`src/include/bbox_mem_macros.svh`:
```
// size definitions for the bounding-box history memory
// data, frame number, slot, line offset and history widths

`ifndef BBOX_MEM_MACROS_SVH
`define BBOX_MEM_MACROS_SVH

// one bounding-box word
`define BBOX_WIDTH 32

// serial number of a frame, 0 to 255
`define FRAME_NUM_WIDTH 8

// frame slots, power of two so the slot index wraps for free
`define SLOT_NUM 8
`define SLOT_WIDTH 3

// pair lines in one slot and the index into them
`define LINES_PER_SLOT 16
`define OFFSET_WIDTH 4

// line count runs 0 to 16
`define COUNT_WIDTH 5

// history distance runs 0 to 7
`define HIST_WIDTH 3

`endif

```
`src/bbox_mem_pkg.sv`:
```
// shared types of the bounding-box history memory
// write and read sequencer states, bbox pair struct

`include "bbox_mem_macros.svh"

package bbox_mem_pkg;

	// one stored line, two bounding-box words
	typedef struct packed {
		logic [`BBOX_WIDTH-1:0] box_0;
		logic [`BBOX_WIDTH-1:0] box_1;
	} bbox_pair_t;

	// write side handshake
	typedef enum logic {
		wr_idle,
		wr_ack_hold
	} wr_state_e;

	// read session walk
	typedef enum logic [2:0] {
		rd_idle,
		rd_seek,
		rd_wait_req,
		rd_fetch,
		rd_ack_hold,
		rd_done
	} rd_state_e;

endpackage

```
`src/bbox_mem_if.sv`:
```
// internal bus between the sequencers and the frame buffer
// writer, reader and mem modports

`include "bbox_mem_macros.svh"

interface bbox_mem_if;
	import bbox_mem_pkg::*;

	// write port and frame open
	logic                      wr_en;
	logic [`SLOT_WIDTH-1:0]    wr_slot;
	logic [`OFFSET_WIDTH-1:0]  wr_offset;
	bbox_pair_t                wr_pair;
	logic                      open_en;
	logic [`SLOT_WIDTH-1:0]    open_slot;

	// read port
	logic [`SLOT_WIDTH-1:0]    rd_slot;
	logic [`OFFSET_WIDTH-1:0]  rd_offset;
	logic                      rd_en;
	bbox_pair_t                rd_pair;

	// buffer status
	logic [`COUNT_WIDTH-1:0]   slot_count;
	logic [`SLOT_WIDTH:0]      frames_stored;

	modport writer (
		output wr_en, wr_slot, wr_offset, wr_pair, open_en, open_slot
	);

	modport reader (
		output rd_slot, rd_offset, rd_en,
		input  rd_pair, slot_count, frames_stored
	);

	modport mem (
		input  wr_en, wr_slot, wr_offset, wr_pair, open_en, open_slot,
		input  rd_slot, rd_offset, rd_en,
		output rd_pair, slot_count, frames_stored
	);

endinterface

```
`src/frame_write_seq.sv`:
```
// write sequencer of the history memory
// four-phase write handshake, current slot and line offset

`include "bbox_mem_macros.svh"

module frame_write_seq (
	input  logic                        clk,
	input  logic                        reset,
	input  logic                        frame_start,
	input  logic [`FRAME_NUM_WIDTH-1:0] frame_num,
	input  logic                        wr_req,
	input  logic [`BBOX_WIDTH-1:0]      data_in_0,
	input  logic [`BBOX_WIDTH-1:0]      data_in_1,
	output logic                        wr_ack,
	output logic [`FRAME_NUM_WIDTH-1:0] current_frame,
	bbox_mem_if.writer                  bus
);
	import bbox_mem_pkg::*;

	wr_state_e               state;
	logic [`SLOT_WIDTH-1:0]  cur_slot;
	logic [`COUNT_WIDTH-1:0] line_cnt;
	logic                    slot_full;
	logic                    take;

	// ----------------------------------------
	// handshake
	// ----------------------------------------

	// first cycle of a new request
	assign take = (state == wr_idle) && wr_req;

	// ack follows the hold state
	assign wr_ack = (state == wr_ack_hold);

	always_ff @(posedge clk) begin
		if (reset) begin
			state <= wr_idle;
		end else begin
			case (state)
				wr_idle: begin
					if (wr_req) begin
						state <= wr_ack_hold;
					end
				end
				// wait for the source to drop req
				wr_ack_hold: begin
					if (!wr_req) begin
						state <= wr_idle;
					end
				end
				default: begin
					state <= wr_idle;
				end
			endcase
		end
	end

	// ----------------------------------------
	// slot and line offset
	// ----------------------------------------

	// slot holds 16 lines, more get acked and dropped
	assign slot_full = (line_cnt == `COUNT_WIDTH'(`LINES_PER_SLOT));

	always_ff @(posedge clk) begin
		if (reset) begin
			cur_slot      <= '0;
			line_cnt      <= '0;
			current_frame <= '0;
		end else if (frame_start) begin
			// new frame takes slot frame mod 8
			cur_slot      <= frame_num[`SLOT_WIDTH-1:0];
			current_frame <= frame_num;
			line_cnt      <= '0;
		end else if (bus.wr_en) begin
			line_cnt <= line_cnt + 1'b1;
		end
	end

	// memory write on the same edge that raises ack
	assign bus.wr_en     = take && !slot_full;
	assign bus.wr_slot   = cur_slot;
	assign bus.wr_offset = line_cnt[`OFFSET_WIDTH-1:0];
	assign bus.wr_pair   = '{box_0: data_in_0, box_1: data_in_1};

	// clear the slot count when its frame opens
	assign bus.open_en   = frame_start;
	assign bus.open_slot = frame_num[`SLOT_WIDTH-1:0];

endmodule

```
`src/flat_wrapper.sv`:
```
// flat-port wrapper written by rule: the top's interface ports become plain ports
module frame_write_seq_flat import bbox_mem_pkg::*;
  (clk, reset, frame_start, frame_num, wr_req, data_in_0, data_in_1, wr_ack, current_frame, bus_wr_en, bus_wr_slot, bus_wr_offset, bus_wr_pair, bus_open_en, bus_open_slot);
  bbox_mem_if bus_i ();
  input  logic clk;
  input  logic reset;
  input  logic frame_start;
  input  logic [`FRAME_NUM_WIDTH-1:0] frame_num;
  input  logic wr_req;
  input  logic [`BBOX_WIDTH-1:0] data_in_0;
  input  logic [`BBOX_WIDTH-1:0] data_in_1;
  output logic wr_ack;
  output logic [`FRAME_NUM_WIDTH-1:0] current_frame;
  output wire logic [$bits(bus_i.wr_en)-1:0] bus_wr_en;
  output wire logic [$bits(bus_i.wr_slot)-1:0] bus_wr_slot;
  output wire logic [$bits(bus_i.wr_offset)-1:0] bus_wr_offset;
  output wire logic [$bits(bus_i.wr_pair)-1:0] bus_wr_pair;
  output wire logic [$bits(bus_i.open_en)-1:0] bus_open_en;
  output wire logic [$bits(bus_i.open_slot)-1:0] bus_open_slot;
  assign bus_wr_en = bus_i.wr_en;
  assign bus_wr_slot = bus_i.wr_slot;
  assign bus_wr_offset = bus_i.wr_offset;
  assign bus_wr_pair = bus_i.wr_pair;
  assign bus_open_en = bus_i.open_en;
  assign bus_open_slot = bus_i.open_slot;
  frame_write_seq u_core (.clk(clk), .reset(reset), .frame_start(frame_start), .frame_num(frame_num), .wr_req(wr_req), .data_in_0(data_in_0), .data_in_1(data_in_1), .wr_ack(wr_ack), .current_frame(current_frame), .bus(bus_i));
endmodule
```
`config.mk`:
```
export PLATFORM = sky130hd
export DESIGN_NAME = frame_write_seq_flat
export DESIGN_NICKNAME = d
export VERILOG_FILES = /design/src/bbox_mem_pkg.sv /design/src/bbox_mem_if.sv /design/src/frame_write_seq.sv /design/src/flat_wrapper.sv
export VERILOG_INCLUDE_DIRS = /design/src /design/src/include
export SDC_FILE = /design/constraint.sdc
export NUM_CORES = 1
export LEC_CHECK = 0
export BUFFER_PORTS_ARGS = -buffer_cell sky130_fd_sc_hd__clkbuf_2
export CORE_ASPECT_RATIO = 0.6
export CORE_MARGIN = 2
export CORE_UTILIZATION = 33
export DETAILED_ROUTE_END_ITERATION = 10
export GPL_ROUTABILITY_DRIVEN = 0
export PLACE_DENSITY = 0.86
export SYNTH_ARGS = -nofsm -noshare
export SYNTH_HDL_FRONTEND = slang
export SYNTH_SLANG_ARGS = --single-unit
```
`constraint.sdc`:
```
create_clock -name clk -period 3.4 [get_ports clk]
set_clock_uncertainty 0.1 [all_clocks]
set_input_delay 0.68 -clock clk [delete_from_list [all_inputs] [get_ports clk]]
set_output_delay 0.68 -clock clk [all_outputs]
set_load 0.01 [all_outputs]
```
**After elaboration in Yosys (flattened, before gate mapping)**

Index checks and enable logic that the tools add are counted.

- Flip-flop bits (word level): 17
- Input port bits: 76
- Output and inout bits: 85

- Add/sub/neg operators: 1
- Equality and inequality tests: 1
- Muxes and demuxes: 1
- Bitwise operators: 1
- Reduce and logical (&&, ||, !) cells: 4

Operator list:

| kind | number |
|---|---|
| $add A5 B1 Y5 const B | 1 |
| $eq A5 B5 Y1 const B | 1 |
| $logic_and A1 B1 Y1 | 2 |
| $reduce_or A2 Y1 | 1 |
| $logic_not A1 Y1 | 1 |
| $mux W1 | 1 |
| $not A1 Y1 | 1 |

**Logic depth before layout (Yosys ltp)**

- Word-level depth: 3
- Depth in mapped cells: 4
- Gate-level depth less buffers: 4

**Worst setup path after synthesis**

OpenSTA, ideal clock, no wires.

- Path type: input to output
- Start: input wr_req
- End: output bus_wr_en
- Data arrival time: 1.081 ns
- Required time: 2.620 ns
- Setup slack: 1.539 ns
- Cell stages on the path: 2
- Cell sequence: inv_2 a311oi_4

- Word-level cells in the longest chain between the ends: 2

RTL lines:

| element | RTL line | RTL |
|---|---|---|
| from (decl) | flat_wrapper.sv:9 | `input logic wr_req;` |
| $logic_and A1 B1 Y1 | frame_write_seq.sv:31 | `assign take = (state == wr_idle) && wr_req;` |
| $logic_and A1 B1 Y1 | frame_write_seq.sv:82 | `assign bus.wr_en = take && !slot_full;` |
| to (decl) | flat_wrapper.sv:14 | `output wire logic [$bits(bus_i.wr_en)-1:0] bus_wr_en;` |

Every way passes these cells.

**Worst setup path after layout**

- Start: register u_core.line_cnt[0]
- End: output bus_wr_en

- Word-level cells in the longest chain between the ends: 3

RTL lines:

| element | RTL line | RTL |
|---|---|---|
| from (decl) | frame_write_seq.sv:22 | `` logic [`COUNT_WIDTH-1:0] line_cnt; `` |
| from (signal assigned) | frame_write_seq.sv:77 | `line_cnt <= line_cnt + 1'b1;` |
| $eq A5 B5 Y1 | frame_write_seq.sv:64 | `` assign slot_full = (line_cnt == `COUNT_WIDTH'(`LINES_PER_SLOT)); `` |
| $logic_not A1 Y1 | frame_write_seq.sv:82 |  |
| $logic_and A1 B1 Y1 | frame_write_seq.sv:82 |  |

Every way passes these cells.

==> results.md <==
- Number of standard-cell rows in the floorplan: 16
- TritonCTS clock tree: built
- Die outline area: 4030 um2
- Startpoint-to-endpoint class of the critical path: reg2out
- Drt wl/cell: ~14 um
- Length of the first detailed-routing pass in iterations: 2
- Die Wd: 80.6 um
- Sequential fraction of the synthesis area: 24.1%
- Clock net sink count: 14
- Critical path data arrival time: approximately 1600 ps
- Clk slew on worst S/H paths: 60 ps
- Violation count after the first detailed-route iteration: 7
- Number of antenna-violating nets in the routed design: 0
- Slew headroom: 74.8%
- Setup WS pre-CTS: 1200 ps
- Wire length of the first global-routing pass: between 2000 and 3000 um
- Synthesis-to-finish area growth: -25.8%
- Share of total power in sequential cells: 45.2%
- Number of endpoints failing setup at the final stage: 0
- Number of levels the H-tree was split into: 1
- Skew-Pair Late Insertion Delay: 250 ps
- Top cell family by delay on the critical path: flip-flops
- Switch share: around a quarter
- Total setup buffers inserted after CTS: 0
- Die Y-Extent: ~50 um
- CP peak stage delay: between 400 and 500 ps
- Type of destination of the critical path: output pin
- Hold buffers post-CTS: 0
- Worst min-delay path category: reg2reg
- Grt ovf: 0
- Dpl cells: 134
- Slew at the pin with the worst max-slew slack: between 300 and 400 ps
- Diode count: 0
- Overall global routing resource usage: about 9.9%
- Internal power of the cells: around 300 uW
- Drt via density: about 4.5
- DRT Wirelength: 1900 um
- Crit path setup slack, layout: roughly 1100 ps
- Part of the total power dissipated in the clock network: 42.3%
- Total clock buffers created by CTS: 3
- Number of buffer and inverter stages on the critical path: 2
- Final hold violation count: 0
- Clock Path Buffers: 2
- Static leakage: 0.000403 uW
- Crit path required time: ~2600 ps
- RSZ-0062 raised after global routing: false
- Syn_area_per_cell: 8.67 um2
- Ys Warns: 0
- Total number of nets in the final design: around 170
- NetSw: between 90 and 100 uW
- Total power divided by cell area: ~450 nW/um2
- CTS Root Buffer Type: sky130_fd_sc_hd__clkbuf_8
- Core Footprint: roughly 3300 um2
- Count of maximum capacitance violations: 0
- Area of the mapped netlist: roughly 1200 um2
- Vias in the first global route: 543
- Number of DRC violations after detailed routing: 0
- Cell Count, Final, Fillers Out: ~140
- Pins over their slew limit: 0
- Highest-delay cell along the critical path: sky130_fd_sc_hd__dfxtp_1
- Combinational Power Share: 12.4%
- Share of post-route cells with drive strength above 1: around 43%
- Synthesized netlist cell count: around 130
- Vias after detailed routing: about 620
- Initial standard-cell utilization of the core: roughly a third
- Pin count of the biggest net entering global routing: 14
- Maximum fanout along the worst path: 5
- Peak supply drop: between 0.1 and 0.15 mV
- Number of instances resized during post-cts repair: 0
- Timing-limited maximum frequency: ~0.43 GHz
- Mapped Nets: about 210
- Post-DP HPWL: about 1500 um
- Final clock period utilization by the worst path: 68.7%
- Hold WS: roughly 400 ps
- List of cells traversed by the critical path: inv_1 > ha_1 > a311oi_4 > clkbuf_2
- Crit path time final: around 2300 ps
- Startpoint type of the worst setup path: flop
- Yosys reg bits: 14
- Outcome: complete, no violations
- Number of distinct library cells after synthesis: 19
- I/O pin count: around 160
- Port Buffer Count: 32
- Sum Neg Setup Slack: 0 ps
- Initial antenna violation count: 0
==> cells in the mapped netlist <==
cell	instances	share of area (%)
sky130_fd_sc_hd__buf_4	75	48
sky130_fd_sc_hd__dfxtp_1	14	24
sky130_fd_sc_hd__mux2i_1	10	8.6
sky130_fd_sc_hd__nor2_1	8	2.6
sky130_fd_sc_hd__nand2_1	6	1.9
sky130_fd_sc_hd__ha_1	2	2.2
sky130_fd_sc_hd__inv_1	2	0.65
sky130_fd_sc_hd__nand3b_1	2	1.3
sky130_fd_sc_hd__nor2_2	2	1.1
sky130_fd_sc_hd__o211ai_1	2	1.3
sky130_fd_sc_hd__o31ai_1	2	1.3
sky130_fd_sc_hd__or3_1	2	1.1
sky130_fd_sc_hd__a311oi_4	1	2.3
sky130_fd_sc_hd__a32o_1	1	0.86
sky130_fd_sc_hd__buf_1	1	0.32
sky130_fd_sc_hd__buf_2	1	0.43
sky130_fd_sc_hd__inv_2	1	0.32
sky130_fd_sc_hd__nor2b_1	1	0.54
sky130_fd_sc_hd__nor4b_1	1	0.75
==> worst reg2reg max path: stages, from the launching register on <==
cell	delay (ps)
sky130_fd_sc_hd__dfxtp_1	410
sky130_fd_sc_hd__inv_1	80
sky130_fd_sc_hd__ha_1	230
sky130_fd_sc_hd__a311oi_4	380
sky130_fd_sc_hd__mux2i_1	220
==> worst paths after layout <==
check	from	endpoint	slack, ps	cells after the start
setup reg to reg	u_core.line_cnt[0]$_SDFFE_PP0P_	u_core.line_cnt[0]$_SDFFE_PP0P_	1910	4
hold reg to reg	u_core.current_frame[5]$_SDFFE_PP0P_	u_core.current_frame[5]$_SDFFE_PP0P_	400	2
hold / removal	u_core.current_frame[5]$_SDFFE_PP0P_	u_core.current_frame[5]$_SDFFE_PP0P_	400	2
setup / recovery	u_core.line_cnt[0]$_SDFFE_PP0P_	bus_wr_en	1060	4
==> per-layer routing <==
layer | global-route usage, % | routed length [um] | part of all wire [%] | up-vias
li1 | - | - | - | 276
met1 | 11.9 | 831 | 44 | 288
met2 | 11.1 | 754 | 40 | 54
met3 | 9.16 | 311 | 16 | 0
met4 | 3.95 | 0 | 0 | 0
met5 | 5.71 | 0 | 0 | -
==> metrics by stage <==
stage	utilization [%]	area, um2	power (uW)
2_1_floorplan	-	1160	290
3_3_place_gp	24.4	807	227
3_5_place_dp	24.4	807	229
4_1_cts	26.1	862	399
5_1_grt	26.1	862	414
6_report	26.1	862	389
==> power groups by stage <==
stage          Sequential [uW]  Clock (uW)  Combinational (uW)
2_1_floorplan              182           0                 108
3_3_place_gp               179           0                48.1
3_5_place_dp               180           0                49.2
4_1_cts                    176         174                49.4
5_1_grt                    177         183                54.0
6_report                   176         165                48.4
==> kinds of logic after synthesis <==
logic type               share of synthesized area [%]
AO/OA/AOI/OAI                                     5.70
multiplexers                                      8.61
flip-flops                                        24.1
adder cells (fa/ha/maj)                           2.15
buffers and inverters                             50.2
AND/OR/NAND/NOR                                   9.26
==> layout by cell type (no fill, tap or decap), drive strengths merged <==
cell and count:
clkbuf 36, dfxtp 14, mux2i 10, nor2 10
nand2 6, inv 3, nand3b 2, or3 2
o211ai 2, o31ai 2, ha 2, a311oi 1
nor2b 1, nor4b 1, a32o 1
==> state kept, by name, indices dropped and copies added, names as in the netlist <==
register              cells
u_core.bus.wr_slot        2
u_core.wr_ack             1
u_core.line_cnt           5
u_core.current_frame      6
==> cell type report <==
| cell class | count | area [um2] |
|---|---|---|
| Fill cell | 371 | 2440 |
| Tap cell | 45 | 56.3 |
| Multi-Input combinational cell | 40 | 299 |
| Timing Repair Buffer | 32 | 160 |
| Inverter | 3 | 11.3 |
| Clock buffer | 4 | 55.1 |
| Sequential cell | 14 | 280 |
Note: power is estimated with default switching activity, not from simulation.
