<file path="config.mk">
export PLATFORM = sky130hd
export DESIGN_NAME = history_read_seq_flat
export DESIGN_NICKNAME = d
export VERILOG_FILES = /design/src/bbox_mem_pkg.sv /design/src/bbox_mem_if.sv /design/src/history_read_seq.sv /design/src/flat_wrapper.sv
export VERILOG_INCLUDE_DIRS = /design/src /design/src/include
export SDC_FILE = /design/constraint.sdc
export NUM_CORES = 1
export LEC_CHECK = 0
export ABC_AREA = 1
export BUFFER_PORTS_ARGS = -buffer_cell sky130_fd_sc_hd__buf_4
export CORE_ASPECT_RATIO = 0.9
export CORE_UTILIZATION = 48
export DETAILED_ROUTE_END_ITERATION = 12
export PLACE_DENSITY = 0.84
export SLEW_MARGIN = 0
export SYNTH_ARGS = -nofsm -noshare
export SYNTH_HDL_FRONTEND = slang
export SYNTH_SLANG_ARGS = --single-unit
export TNS_END_PERCENT = 1
</file>
<file path="constraint.sdc">
create_clock -name clk -period 2.2 [get_ports clk]
set_clock_uncertainty 0.15 [all_clocks]
set_input_delay 0.11 -clock clk [delete_from_list [all_inputs] [get_ports clk]]
set_output_delay 0.11 -clock clk [all_outputs]
set_load 0.005 [all_outputs]
</file>
<file path="src/include/bbox_mem_macros.svh">
// size definitions for the bounding-box history memory
// data, frame number, slot, line offset and history widths

`ifndef BBOX_MEM_MACROS_SVH
`define BBOX_MEM_MACROS_SVH

// one bounding-box word
`define BBOX_WIDTH 32

// serial number of a frame, 0 to 255
`define FRAME_NUM_WIDTH 8

// frame slots, power of two so the slot index wraps for free
`define SLOT_NUM 8
`define SLOT_WIDTH 3

// pair lines in one slot and the index into them
`define LINES_PER_SLOT 16
`define OFFSET_WIDTH 4

// line count runs 0 to 16
`define COUNT_WIDTH 5

// history distance runs 0 to 7
`define HIST_WIDTH 3

`endif

</file>
<file path="src/bbox_mem_pkg.sv">
// shared types of the bounding-box history memory
// write and read sequencer states, bbox pair struct

`include "bbox_mem_macros.svh"

package bbox_mem_pkg;

	// one stored line, two bounding-box words
	typedef struct packed {
		logic [`BBOX_WIDTH-1:0] box_0;
		logic [`BBOX_WIDTH-1:0] box_1;
	} bbox_pair_t;

	// write side handshake
	typedef enum logic {
		wr_idle,
		wr_ack_hold
	} wr_state_e;

	// read session walk
	typedef enum logic [2:0] {
		rd_idle,
		rd_seek,
		rd_wait_req,
		rd_fetch,
		rd_ack_hold,
		rd_done
	} rd_state_e;

endpackage

</file>
<file path="src/bbox_mem_if.sv">
// internal bus between the sequencers and the frame buffer
// writer, reader and mem modports

`include "bbox_mem_macros.svh"

interface bbox_mem_if;
	import bbox_mem_pkg::*;

	// write port and frame open
	logic                      wr_en;
	logic [`SLOT_WIDTH-1:0]    wr_slot;
	logic [`OFFSET_WIDTH-1:0]  wr_offset;
	bbox_pair_t                wr_pair;
	logic                      open_en;
	logic [`SLOT_WIDTH-1:0]    open_slot;

	// read port
	logic [`SLOT_WIDTH-1:0]    rd_slot;
	logic [`OFFSET_WIDTH-1:0]  rd_offset;
	logic                      rd_en;
	bbox_pair_t                rd_pair;

	// buffer status
	logic [`COUNT_WIDTH-1:0]   slot_count;
	logic [`SLOT_WIDTH:0]      frames_stored;

	modport writer (
		output wr_en, wr_slot, wr_offset, wr_pair, open_en, open_slot
	);

	modport reader (
		output rd_slot, rd_offset, rd_en,
		input  rd_pair, slot_count, frames_stored
	);

	modport mem (
		input  wr_en, wr_slot, wr_offset, wr_pair, open_en, open_slot,
		input  rd_slot, rd_offset, rd_en,
		output rd_pair, slot_count, frames_stored
	);

endinterface

</file>
<file path="src/history_read_seq.sv">
// read sequencer of the history memory
// session control, newest-first history walk, four-phase read handshake

`include "bbox_mem_macros.svh"

module history_read_seq (
	input  logic                         clk,
	input  logic                         reset,
	input  logic                         read_start,
	input  logic [`HIST_WIDTH-1:0]       num_of_history_frames,
	input  logic                         rd_req,
	input  logic [`FRAME_NUM_WIDTH-1:0]  current_frame,
	output logic                         rd_ack,
	output logic [`BBOX_WIDTH-1:0]       data_out_0,
	output logic [`BBOX_WIDTH-1:0]       data_out_1,
	output logic [`HIST_WIDTH-1:0]       rd_hist,
	output logic                         rd_last,
	output logic                         rd_empty,
	bbox_mem_if.reader                   bus
);
	import bbox_mem_pkg::*;

	rd_state_e                state;
	logic [`SLOT_WIDTH-1:0]   base_slot;
	logic [`HIST_WIDTH-1:0]   hist_max;
	logic [`HIST_WIDTH:0]     seek_idx;
	logic [`HIST_WIDTH:0]     hist_idx;
	logic [`HIST_WIDTH:0]     walk_idx;
	logic [`COUNT_WIDTH-1:0]  cur_count;
	logic [`COUNT_WIDTH-1:0]  next_off;
	logic [`OFFSET_WIDTH-1:0] line_off;
	logic                     have_cur;
	logic                     has_next;
	logic                     seek_end;
	logic                     start_ok;
	logic [`SLOT_WIDTH:0]     stored_dec;
	logic [`HIST_WIDTH-1:0]   stored_prev;
	logic [`HIST_WIDTH-1:0]   hist_lim;

	// ----------------------------------------
	// session limits
	// ----------------------------------------

	// frames older than the current one
	assign stored_dec  = bus.frames_stored - 1'b1;
	assign stored_prev = (bus.frames_stored == '0) ? '0 : stored_dec[`HIST_WIDTH-1:0];
	assign hist_lim    = (num_of_history_frames < stored_prev) ? num_of_history_frames
	                                                           : stored_prev;

	assign start_ok = read_start && ((state == rd_idle) || (state == rd_done));
	assign seek_end = (seek_idx > {1'b0, hist_max});
	assign next_off = {1'b0, line_off} + 1'b1;

	// seek looks ahead, other states address the frame being delivered
	assign walk_idx      = (state == rd_seek) ? seek_idx : hist_idx;
	assign bus.rd_slot   = base_slot - walk_idx[`SLOT_WIDTH-1:0];
	assign bus.rd_offset = line_off;
	assign bus.rd_en     = (state == rd_wait_req) && rd_req;

	assign rd_ack = (state == rd_ack_hold);

	// ----------------------------------------
	// session FSM
	// ----------------------------------------
	always_ff @(posedge clk) begin
		if (reset) begin
			state     <= rd_idle;
			base_slot <= '0;
			hist_max  <= '0;
			seek_idx  <= '0;
			hist_idx  <= '0;
			cur_count <= '0;
			line_off  <= '0;
			have_cur  <= 1'b0;
			has_next  <= 1'b0;
			rd_last   <= 1'b0;
			rd_empty  <= 1'b0;
		end else begin
			case (state)
				rd_idle, rd_done: begin
					// latch C and H, start one frame back
					if (start_ok) begin
						base_slot <= current_frame[`SLOT_WIDTH-1:0];
						hist_max  <= hist_lim;
						seek_idx  <= (`HIST_WIDTH+1)'(1);
						line_off  <= '0;
						have_cur  <= 1'b0;
						has_next  <= 1'b0;
						rd_last   <= 1'b0;
						rd_empty  <= 1'b0;
						state     <= rd_seek;
					end
				end
				// one cycle per frame looked at
				rd_seek: begin
					if (seek_end) begin
						has_next <= 1'b0;
						if (have_cur) begin
							state <= rd_wait_req;
						end else begin
							// nothing at all left in this session
							rd_empty <= 1'b1;
							state    <= rd_done;
						end
					end else if (bus.slot_count == '0) begin
						seek_idx <= seek_idx + 1'b1;
					end else if (!have_cur) begin
						// frame to deliver, keep looking for a later one
						have_cur  <= 1'b1;
						hist_idx  <= seek_idx;
						cur_count <= bus.slot_count;
						seek_idx  <= seek_idx + 1'b1;
					end else begin
						has_next <= 1'b1;
						state    <= rd_wait_req;
					end
				end
				rd_wait_req: begin
					if (rd_req) begin
						state <= rd_fetch;
					end
				end
				// rd_pair valid here
				rd_fetch: begin
					rd_last <= !has_next && (next_off == cur_count);
					state   <= rd_ack_hold;
				end
				rd_ack_hold: begin
					if (!rd_req) begin
						if (rd_last) begin
							rd_empty <= 1'b1;
							state    <= rd_done;
						end else if (next_off < cur_count) begin
							line_off <= line_off + 1'b1;
							state    <= rd_wait_req;
						end else begin
							// seek_idx already sits on the next non-empty frame
							line_off <= '0;
							have_cur <= 1'b0;
							state    <= rd_seek;
						end
					end
				end
				default: begin
					state <= rd_idle;
				end
			endcase
		end
	end

	// ----------------------------------------
	// output data, held until the next fetch
	// ----------------------------------------
	always_ff @(posedge clk) begin
		if (reset) begin
			data_out_0 <= '0;
			data_out_1 <= '0;
			rd_hist    <= '0;
		end else if (state == rd_fetch) begin
			data_out_0 <= bus.rd_pair.box_0;
			data_out_1 <= bus.rd_pair.box_1;
			rd_hist    <= hist_idx[`HIST_WIDTH-1:0];
		end
	end

endmodule

</file>
<file path="src/flat_wrapper.sv">
// flat-port wrapper written by rule: the top's interface ports become plain ports
module history_read_seq_flat import bbox_mem_pkg::*;
  (clk, reset, read_start, num_of_history_frames, rd_req, current_frame, rd_ack, data_out_0, data_out_1, rd_hist, rd_last, rd_empty, bus_rd_slot, bus_rd_offset, bus_rd_en, bus_rd_pair, bus_slot_count, bus_frames_stored);
  bbox_mem_if bus_i ();
  input  logic clk;
  input  logic reset;
  input  logic read_start;
  input  logic [`HIST_WIDTH-1:0] num_of_history_frames;
  input  logic rd_req;
  input  logic [`FRAME_NUM_WIDTH-1:0] current_frame;
  output logic rd_ack;
  output logic [`BBOX_WIDTH-1:0] data_out_0;
  output logic [`BBOX_WIDTH-1:0] data_out_1;
  output logic [`HIST_WIDTH-1:0] rd_hist;
  output logic rd_last;
  output logic rd_empty;
  output wire logic [$bits(bus_i.rd_slot)-1:0] bus_rd_slot;
  output wire logic [$bits(bus_i.rd_offset)-1:0] bus_rd_offset;
  output wire logic [$bits(bus_i.rd_en)-1:0] bus_rd_en;
  input wire logic [$bits(bus_i.rd_pair)-1:0] bus_rd_pair;
  input wire logic [$bits(bus_i.slot_count)-1:0] bus_slot_count;
  input wire logic [$bits(bus_i.frames_stored)-1:0] bus_frames_stored;
  assign bus_rd_slot = bus_i.rd_slot;
  assign bus_rd_offset = bus_i.rd_offset;
  assign bus_rd_en = bus_i.rd_en;
  assign bus_i.rd_pair = bus_rd_pair;
  assign bus_i.slot_count = bus_slot_count;
  assign bus_i.frames_stored = bus_frames_stored;
  history_read_seq u_core (.clk(clk), .reset(reset), .read_start(read_start), .num_of_history_frames(num_of_history_frames), .rd_req(rd_req), .current_frame(current_frame), .rd_ack(rd_ack), .data_out_0(data_out_0), .data_out_1(data_out_1), .rd_hist(rd_hist), .rd_last(rd_last), .rd_empty(rd_empty), .bus(bus_i));
endmodule
</file>
# Yosys cells after proc, flatten, opt, wreduce, memory -nomap -nowiden
# Index checks and enable logic that the tools add are counted.
# classes
n_mux	40
multipliers	0
n_lt_le_gt_ge	3
n_shift	0
bitwise_logic	3
addsub	5
reduce_logical	22
n_div	0
n_eq_ne	19
# op_table
operator	count
2-to-1 mux 3 bit	11
2-to-1 mux 4 bit	8
one-hot mux 4 bit (2 select lines)	2
AND reduction 4 bit	4
one-hot mux 3 bit (5 select lines)	1
inequality test 2 bit (second input constant)	7
2-to-1 mux 1 bit	13
adder 4 x 1 -> 4 bit (second input constant)	2
AND reduction 7 bit	1
equality test 3 x 2 -> 1 bit (second input constant)	2
equality test 3 bit (second input constant)	2
inequality test 2 x 1 -> 1 bit (second input constant)	3
one-hot mux 1 bit (3 select lines)	2
AND reduction 6 bit	1
nonzero test 2 bit	3
adder 4 x 1 -> 5 bit (second input constant)	1
equality test 5 bit	1
zero test 5 bit	1
< comparator 5 bit	1
AND reduction 5 bit	1
> comparator 4 x 3 -> 1 bit	1
zero test 4 bit	1
one-hot mux 1 bit (2 select lines)	2
AND reduction 2 bit	2
other kinds (15)	19
# totals
n_memories	0
latch_bits	0
rom_bits	0
word_cells	106
mem_bits_rw	0
out_inout_bits	78
reg_bits	96
inputBits	88

# Depth between registers and ports, before layout
# Gate-level depths: netlist of the first run.
# logic_depth
ltp_word	6
mapped_depth	12
depth_no_buf	12

# Worst setup path before layout of the first run
# OpenSTA, ideal clock, no wires.
# synth_path
kind	reg-to-output
from	register u_core.state[2]
to	output bus_rd_slot[2]
required_time_ns	1.940
t_arrival_ns	1.699
slack_ns	0.241
n_path_buf	0
path_stages_with_launch	10
cell_sequence	dfxtp_1 inv_2 nand2_4 nor2_4 inv_1 nand2_1 o21ai_0 fa_1 xnor2_1 xor2_1
# synth_via
elab_chain_len	3
# synth_rtl
element	line	rtl
start: declaration	history_read_seq.sv:23	rd_state_e state;
start signal: assignment	history_read_seq.sv:67	state <= rd_idle;
start signal: assignment	history_read_seq.sv:91	state <= rd_seek;
start signal: assignment	history_read_seq.sv:99	state <= rd_wait_req;
equality test 3 x 1 -> 1 bit	history_read_seq.sv:55	assign walk_idx = (state == rd_seek) ? seek_idx : hist_idx;
2-to-1 mux 3 bit	history_read_seq.sv:55	
subtractor 3 bit	history_read_seq.sv:56	assign bus.rd_slot = base_slot - walk_idx[`SLOT_WIDTH-1:0];
end: declaration	flat_wrapper.sv:17	output wire logic [$bits(bus_i.rd_slot)-1:0] bus_rd_slot;
# Every way passes these cells.

# Final worst setup path of the first run
# Ends and elaborated chain as after synthesis.

==> impl.org, run 1 <==
** Status
- Run status :: finished with violations
- The final reports fail on setup timing.

** Clocking
- The tree is rooted in a sky130_fd_sc_hd__clkbuf_8.
- Clock-pin slew was measured on the worst setup and hold paths at 90 ps.
- Max Root-Sink Buffers :: 2
- Clock tree from TritonCTS :: yes
- Number of clock sinks :: 96
- Worst skew pair latency :: 350 ps
- TritonCTS buffer count :: 9
- In this run the number of H-tree levels came out at 3.

** Logic synthesis
- The share of synthesized area in the top cell type comes to 0.470.
- Average cell area after synthesis :: 7.36 um^2
- Leading post-synthesis cells by cell area :: sky130_fd_sc_hd__dfxtp_1 47%, sky130_fd_sc_hd__nor2_1 14%, sky130_fd_sc_hd__o21ai_0 9.7%
- The synthesized netlist contains 30 unique library cells.
- Synthesized net count :: 657
- The Yosys step of the flow raised 0 warnings.
- Counting every instance in the synthesized netlist gives 555.
- Cell area after synthesis :: 4090 um^2
- The share of the Yosys chip area taken by registers is 0.470.
- Of all cell types, the one taking the most synthesized area is sky130_fd_sc_hd__dfxtp_1.
- After synthesis the netlist holds a flip-flop and latch count of 96.

** Timing
- Hold Slack :: 13.1 ps
- Setup repair after global routing missed its margin :: yes
- Transition time at the pin with the least slew margin :: 1140 ps
- Headroom to the max-slew limit came out at 0.243.
- Highest clock rate :: 0.437 GHz
- Of the available clock period, the critical path in the final layout requires 1.04.
- Time the worst path needs with I/O delays and setup :: 2290 ps
- Setup violations remaining at the end of the flow were counted as 1.
- Pins Over Slew Limit :: 0
- In the post-route analysis, the smallest setup slack over all paths is -90.0 ps.
- Hold Fails Final Rpt :: 0

** Pwr
- Power spread over the standard cell area amounts to 832 nW/um^2.
- IR analysis of the VDD net gives a maximum drop of 536 uV.
- In this run the power spent charging and discharging nets is 1.94 mW.
- Clock network fraction of design power :: 0.207
- Logic pwr share :: 0.381
- The analysis attributes to cell leakage a power of 3.11 nW.
- Of the total power, the share spent switching nets is 0.365.
- Of the total power, registers draw 0.412.
- Internal Power :: 3.38 mW

** Final layout
- Register cell area after layout :: 1930 um^2
- Once layout is done, the placed cells without fillers occupy 6390 um^2.
- Of the cells placed in the final design, the portion with a size suffix greater than 1 is 0.265.
- Fill cell instance count of the final layout :: 507
- The net count of the finished layout is 893.
- Measured on the finished design, the core utilization comes to 0.785.
- The number of antenna diodes in the final layout is 0.
- Most common cell after layout, fill and taps aside :: sky130_fd_sc_hd__buf_4
- Most used cells in the layout excluding fill and tap cells :: 171 x sky130_fd_sc_hd__buf_4, 151 x sky130_fd_sc_hd__nor2_1, 94 x sky130_fd_sc_hd__dfxtp_1
- Layout overhead on the synthesized area :: 56.5%
- Multi-input logic area :: 1910 um^2

** Placement
- DP HPWL :: 7830 um
- The congestion estimate from routability-driven global placement came to 0.861.
- Standard cell area after detailed placement :: 5370 um^2
- Count of buffers inserted at the top-level ports :: 160

** Worst hold path
- For hold timing, the worst endpoint is u_core.hist_max[2].
- The startpoint identified for the worst hold timing path is bus_frames_stored[2].
- The tightest min-delay check is of the primary input to flop type.
- Worst hold path cell count :: 5

** Route
- Before antenna repair, the detailed router went through 5 iterations.
- Detailed routing inserted a total of 4777 vias.
- Antenna-violating nets left :: 0
- Total wirelength of the detailed-routed design :: 13700 um
- In this run, the number of DRC markers left after iteration 0 of detailed routing was 228.
- In the routed design, unresolved DRC markers number 0.
- Dividing the detail-routed wire length by the instance count gives 15.3 um.
- Detailed-route vias per instance :: 5.34

** GRT
- Grt ovf :: 0
- The number of antenna violations at the first check in global routing was 0.
- The first global-routing pass estimated 21600 um of wire.
- Entering global routing, the biggest net connects 71 pins.
- The via count of the first global-routing pass is 4745.
- In the global route stage, overall resource usage came out at 0.308.

** Floorplan
- In this run the standard cell core region covers 8150 um^2.
- Width of the die :: 99.2 um
- IO Pins :: 166
- From bottom edge to top edge, the die measures 89.5 um.
- The initial utilization of the core area, before any placement, comes to 0.502.
- Floorplan die area :: 8880 um^2
- The initialized floorplan defines 31 standard-cell rows.

** Worst setup path
- Critical path launch point :: u_core.state[2]
- Number of cell instances on the worst register-to-register path :: 9
- Startpoint types :: flop
- In this run the critical register-to-register path is captured at u_core.bus.rd_offset[2].
- Cells along the critical path :: inv_2 -> nand2_4 -> nor2_4 -> o21ai_2 -> ha_2 -> fa_2 -> xnor2_2 -> xor2_1 -> buf_4
- Worst path required time :: 1940 ps
- Largest incremental delay on the critical path :: 350 ps
- The worst setup path is of the flop to output port kind.
- Worst setup slack for register-to-register paths :: 60 ps
- Data arrival at the endpoint of the critical path :: 2030 ps
- Top fanout value on the critical path :: 5
- Crit-path leading delay family :: adder cells
- STA classifies the critical path endpoint as an output port.
- The slowest stage of the critical path belongs to the cell sky130_fd_sc_hd__fa_2.
- Together, buffers and inverters on the worst path number 2.
- Worst flop-to-flop path startpoint :: u_core.bus.rd_offset[1]

** Flow run
- Max-cap violations in this run came to 0.
==> worst register-to-register path: cells and delay by family, from the launching register on <==
kind	cells	cell delay [ps]
AND/OR/NAND/NOR	5	660
adder cells (fa/ha/maj)	2	490
flip-flops	1	400
AO/OA/AOI/OAI	2	380
==> flip-flops by register name, summed over array words and instances, names as in the netlist, 3 cells and up <==
register,flops
u_core.base_slot,3
u_core.bus.rd_offset,4
u_core.cur_count,5
u_core.data_out_0,32
u_core.data_out_1,32
u_core.hist_idx,3
u_core.hist_max,3
u_core.rd_hist,3
u_core.seek_idx,4
u_core.state,3
==> area by class of cell <==
cell class	count	share of cell area
repair buffers	249	0.323
flip-flops and latches	96	0.301
multi-input cells	388	0.299
inverters	47	0.0276
clock buffers	10	0.0215
well taps	99	0.0194
clock inverters	6	0.00822
==> logic make-up after synthesis <==
kind of cell,Yosys count,share of synthesized area
compound gates,118,0.151
xor+xnor,4,0.00858
fa+ha+maj,14,0.0447
buf+inv,71,0.0668
flops,96,0.470
simple gates,252,0.259
==> synth_stat cells (all sizes together) <==
cell / count
nor3: 1
a31oi: 1
nand4: 7
xnor2: 1
a21oi: 33
ha: 13
inv: 47
a211o: 1
o211a: 1
xor2: 3
nand3: 27
nand3b: 1
buf: 6
fa: 1
a21boi: 1
clkbuf: 18
o21ai: 80
o22ai: 1
dfxtp: 96
nand2: 60
nor2: 156
==> power by group through the flow <==
stage | clock network (mW) | registers (mW) | logic (mW)
finish | 1.10 | 2.19 | 2.02
global route | 1.20 | 2.22 | 2.24
CTS | 1.14 | 2.18 | 1.97
detailed placement | 0 | 2.20 | 1.80
global placement | 0 | 2.19 | 1.75
floorplan | 0 | 2.19 | 1.04
==> worst max path at each step <==
stage               cells past startpoint             end  slack (ps)
floorplan                               9  bus_rd_slot[2]         240
global placement                        8  bus_rd_slot[2]         100
detailed placement                      8  bus_rd_slot[2]          70
CTS                                     9  bus_rd_slot[2]        -140
global route                           10  bus_rd_slot[2]        -230
finish                                  9  bus_rd_slot[2]         -90
==> timing repair <==
| item | CTS | global route |
|---|---|---|
| setup endpoints to repair | 2 | 8 |
| pin swaps | 4 | 3 |
| hold buffers | 78 | 0 |
| gates resized for setup | 11 | 1 |
| hold endpoints to repair | 86 | 0 |
| setup buffers | 2 | 1 |
==> per-stage QoR <==
stage	total power [mW]	setup slack (ps)	TNS, ps	instances
2_1_floorplan	3.23	241	0	555
4_1_cts	5.28	-141	-141	894
3_3_place_gp	3.94	101	0	798
3_5_place_dp	4.01	66.3	0	798
6_report	5.32	-90.0	-90.0	895
5_1_grt	5.66	-230	-720	895
==> layer usage <==
metal	part of all wire	wire length, um	GRT usage
met3	0.077	1050	0.0884
met1	0.37	5120	0.334
met5	0	0	0
met4	0.038	524	0.159
met2	0.51	6980	0.557
No activity file was read; power rests on OpenSTA's default activity.
==> inputs of run 2 (changes only) <==
--- a/config.mk
+++ b/config.mk
@@ -9,9 +9,9 @@
 export ABC_AREA = 1
 export BUFFER_PORTS_ARGS = -buffer_cell sky130_fd_sc_hd__buf_4
 export CORE_ASPECT_RATIO = 0.9
-export CORE_UTILIZATION = 48
+export CORE_UTILIZATION = 52
 export DETAILED_ROUTE_END_ITERATION = 12
-export PLACE_DENSITY = 0.84
+export PLACE_DENSITY = 0.89
 export SLEW_MARGIN = 0
 export SYNTH_ARGS = -nofsm -noshare
 export SYNTH_HDL_FRONTEND = slang
==> constraint.sdc (replaced) <==
create_clock -name clk -period 2.65 [get_ports clk]
set_clock_uncertainty 0.15 [all_clocks]
set_input_delay 0.1325 -clock clk [delete_from_list [all_inputs] [get_ports clk]]
set_output_delay 0.1325 -clock clk [all_outputs]
set_load 0.005 [all_outputs]
==> impl.org, run 2 (synthesis gave the netlist of run 1 again) <==
** Floorplan
- Standard cell core area :: 7580 um^2 (-6.9%)
- Width of the die :: 95.4 um (-3.8%)
- The area of the die is 8220 um^2 (-7.5%).
- The die span in y came to 86.1 um (-3.8%).
- Starting Density :: 0.539 (+0.0372)
- The number of placement rows was 30 (-3.2%).
- The I/O pin count came to 166 (unchanged).

** Worst setup path
- The critical path data arrival time was 2240 ps (+210 ps).
- The required time of the critical path was 2370 ps (+430 ps).
- Reg-to-reg endpoint :: u_core.cur_count[0]
- The cell that appears most often on the critical path is sky130_fd_sc_hd__inv_2.
- Slowest stage cell on the critical path :: sky130_fd_sc_hd__fa_2
- The register-to-register setup slack is 130 ps (+70 ps).
- The worst setup path is captured at an output port.
- Traced cell by cell, the critical path runs through inv_2 -> nand2_4 -> nor2_4 -> inv_2 -> nand2_1 -> o21ai_0 -> fa_2 -> xnor2_2 -> xor2_1 -> buf_4.
- The worst setup path is launched from a flop.
- Number of cell instances on the worst register-to-register path :: 10 (+1)
- Worst flop-to-flop path startpoint :: u_core.seek_idx[0]
- The delay of the slowest cell on the worst path was 430 ps (+80 ps).
- The critical path is of the flop to output port type.
- The largest fanout on the critical path is 7 (+2).

** Timing
- The hold violation total from the final report was 0 (unchanged).
- For the finished layout, the period the worst path requires is 2520 ps.
- Number of setup violations in the final report :: 0 (-1)
- Hold Slack :: 15.1 ps (+2.05 ps)
- Of the available clock period, the critical path in the final layout requires 0.952.
- Setup TNS :: 0 ps (+90.0 ps)
- The relative slew slack was 0.578 (+0.335).
- Highest clock rate :: 0.396 GHz
- Least setup slack across all paths after layout :: 128 ps (+218 ps)
- The max-slew violation total from the final report came to 0 (unchanged).
- Transition time at the pin with the least slew margin :: 633 ps (-502 ps)

** Clocking
- The CTS buffer count was 9 (unchanged).
- Worst skew pair latency :: 360 ps (about the same)
- CTS Root Buffer Type :: sky130_fd_sc_hd__clkbuf_8
- The register clock-pin slew on the reported worst setup and hold paths is 100 ps (about the same).
- Max Root-Sink Buffers :: 2 (unchanged)
- The H-tree level count came to 3 (unchanged).
- Number of clock sinks :: 96 (unchanged)
- Clock tree from TritonCTS :: yes

** Final layout
- Fill cell instance count of the final layout :: 405 (-20%)
- Most used cells in the layout excluding fill and tap cells :: 168 x sky130_fd_sc_hd__buf_4, 151 x sky130_fd_sc_hd__nor2_1, 92 x sky130_fd_sc_hd__dfxtp_1
- The growth of design area from synthesis to finish is 56.7% (about the same).
- Most common cell after layout, fill and taps aside :: sky130_fd_sc_hd__buf_4
- Layout cells sized above 1 :: 0.259 (-0.00568)
- Antenna diode instance count :: 0 (unchanged)
- The post-layout net count was 895 (+0.22%).
- Registers with the highest flip-flop counts :: u_core.data_out_0 (32), u_core.data_out_1 (32), u_core.cur_count (5)
- The final design area excluding fillers is 6400 um^2 (about the same).

** Route
- The total via count after detailed routing is 5018 (+5.0%).
- The length of the first detailed-routing pass in iterations came to 5 (unchanged).
- The vias per cell was 5.61 (+5.2%).
- The total wire length after detailed routing is 15400 um (+13%).
- Initial DRC Count :: 346 (+52%)
- Mean routed wirelength per cell :: 17.3 um (+13%)
- Antenna-violating nets left :: 0 (unchanged)
- DRC violation count after routing :: 0 (unchanged)

** Placement
- The pre-CTS setup slack came to 347 ps (+281 ps).
- Gpl congestion :: 0.885 (+2.8%)
- Standard cell area after detailed placement :: 5350 um^2 (-0.49%)
- Count of buffers inserted at the top-level ports :: 160 (unchanged)
- DP HPWL :: 7960 um (+1.7%)

** Worst hold path
- The worst hold path terminates at u_core.hist_max[0].
- Worst hold path cell count :: 4 (-1)
- The startpoint identified for the worst hold timing path is num_of_history_frames[0].
- The path class of the tightest hold or removal check is primary input to flop.

** GRT
- The wire length of the first global-routing pass came to 23800 um (+10%).
- Total global-route track usage :: 0.377 (+0.0691)
- The number of antenna violations at the first check in global routing came to 0 (unchanged).
- Via count of the first global-routing pass :: 5028 (+6.0%)
- Largest net degree at the start of global routing :: 71 (unchanged)
- The overall overflow remaining after global route came to 0 (unchanged).

** Pwr
- The maximum VDD drop was 389 uV (-27%).
- The total power per unit cell area is 697 nW/um^2 (-16%).
- LEAKAGE :: 3.12 nW (about the same)

** Flow run
- Number of maximum-capacitance constraint violations :: 0 (unchanged)

** Status
- Run status :: complete, no violations
## run 2: final cells by class
| type | count | area [um^2] | area share |
|---|---|---|---|
| repair buffers | 251 | 2100 | 0.328 |
| multi-input cells | 388 | 1900 | 0.297 |
| well taps | 96 | 120 | 0.0188 |
| inverters | 47 | 176 | 0.0276 |
| clock buffers | 10 | 128 | 0.0199 |
| clock inverters | 6 | 45.0 | 0.00704 |
| flip-flops and latches | 96 | 1930 | 0.301 |
## run 2: through the flow
stage                     power [mW]  cells   util
after floorplan                 2.69    555      -
after global placement          3.22    792  0.705
after detailed placement        3.27    792  0.705
after CTS                       4.28    891  0.839
after global routing            4.69    894  0.844
final                           4.46    894  0.844
## run 2: worst max-delay path by stage
stage	from	slack (ps)	to
after floorplan	u_core.state[2]	670	bus_rd_slot[2]
after global placement	u_core.state[2]	380	bus_rd_slot[2]
after detailed placement	u_core.state[2]	350	bus_rd_slot[2]
after CTS	u_core.state[2]	10	bus_rd_slot[2]
after global routing	u_core.seek_idx[1]	-30	u_core.cur_count[4]
final	u_core.state[2]	130	bus_rd_slot[2]
## run 2: per-layer routing
layer | share of wire | wire length [um] | track usage
met5 | 0 | 0 | 0
met1 | 0.35 | 5470 | 0.415
met3 | 0.090 | 1390 | 0.0913
met4 | 0.047 | 727 | 0.214
met2 | 0.51 | 7850 | 0.659
## run 2: critical path, delay by kind of cell, from the launching register on
kind	cells	cell delay [ps]
buffers and inverters	3	300
AO/OA/AOI/OAI	1	140
adder cells (fa/ha/maj)	1	430
XOR/XNOR	2	320
AND/OR/NAND/NOR	3	310
flip-flops	1	370
## run 2: where the power goes
part / internal (mW) / switching [mW]
Combinational: 0.785 / 0.957
Sequential: 1.67 / 0.171
Clock: 0.345 / 0.540
Total: 2.80 / 1.67
## run 2: timing repair
| item | in CTS | in global routing |
|---|---|---|
| resized for setup | 4 | 5 |
| pin swaps | 1 | 2 |
| hold endpoints to repair | 86 | 0 |
| setup endpoints to repair | 1 | 7 |
| hold buffers | 82 | 0 |
| setup buffers | 1 | 3 |
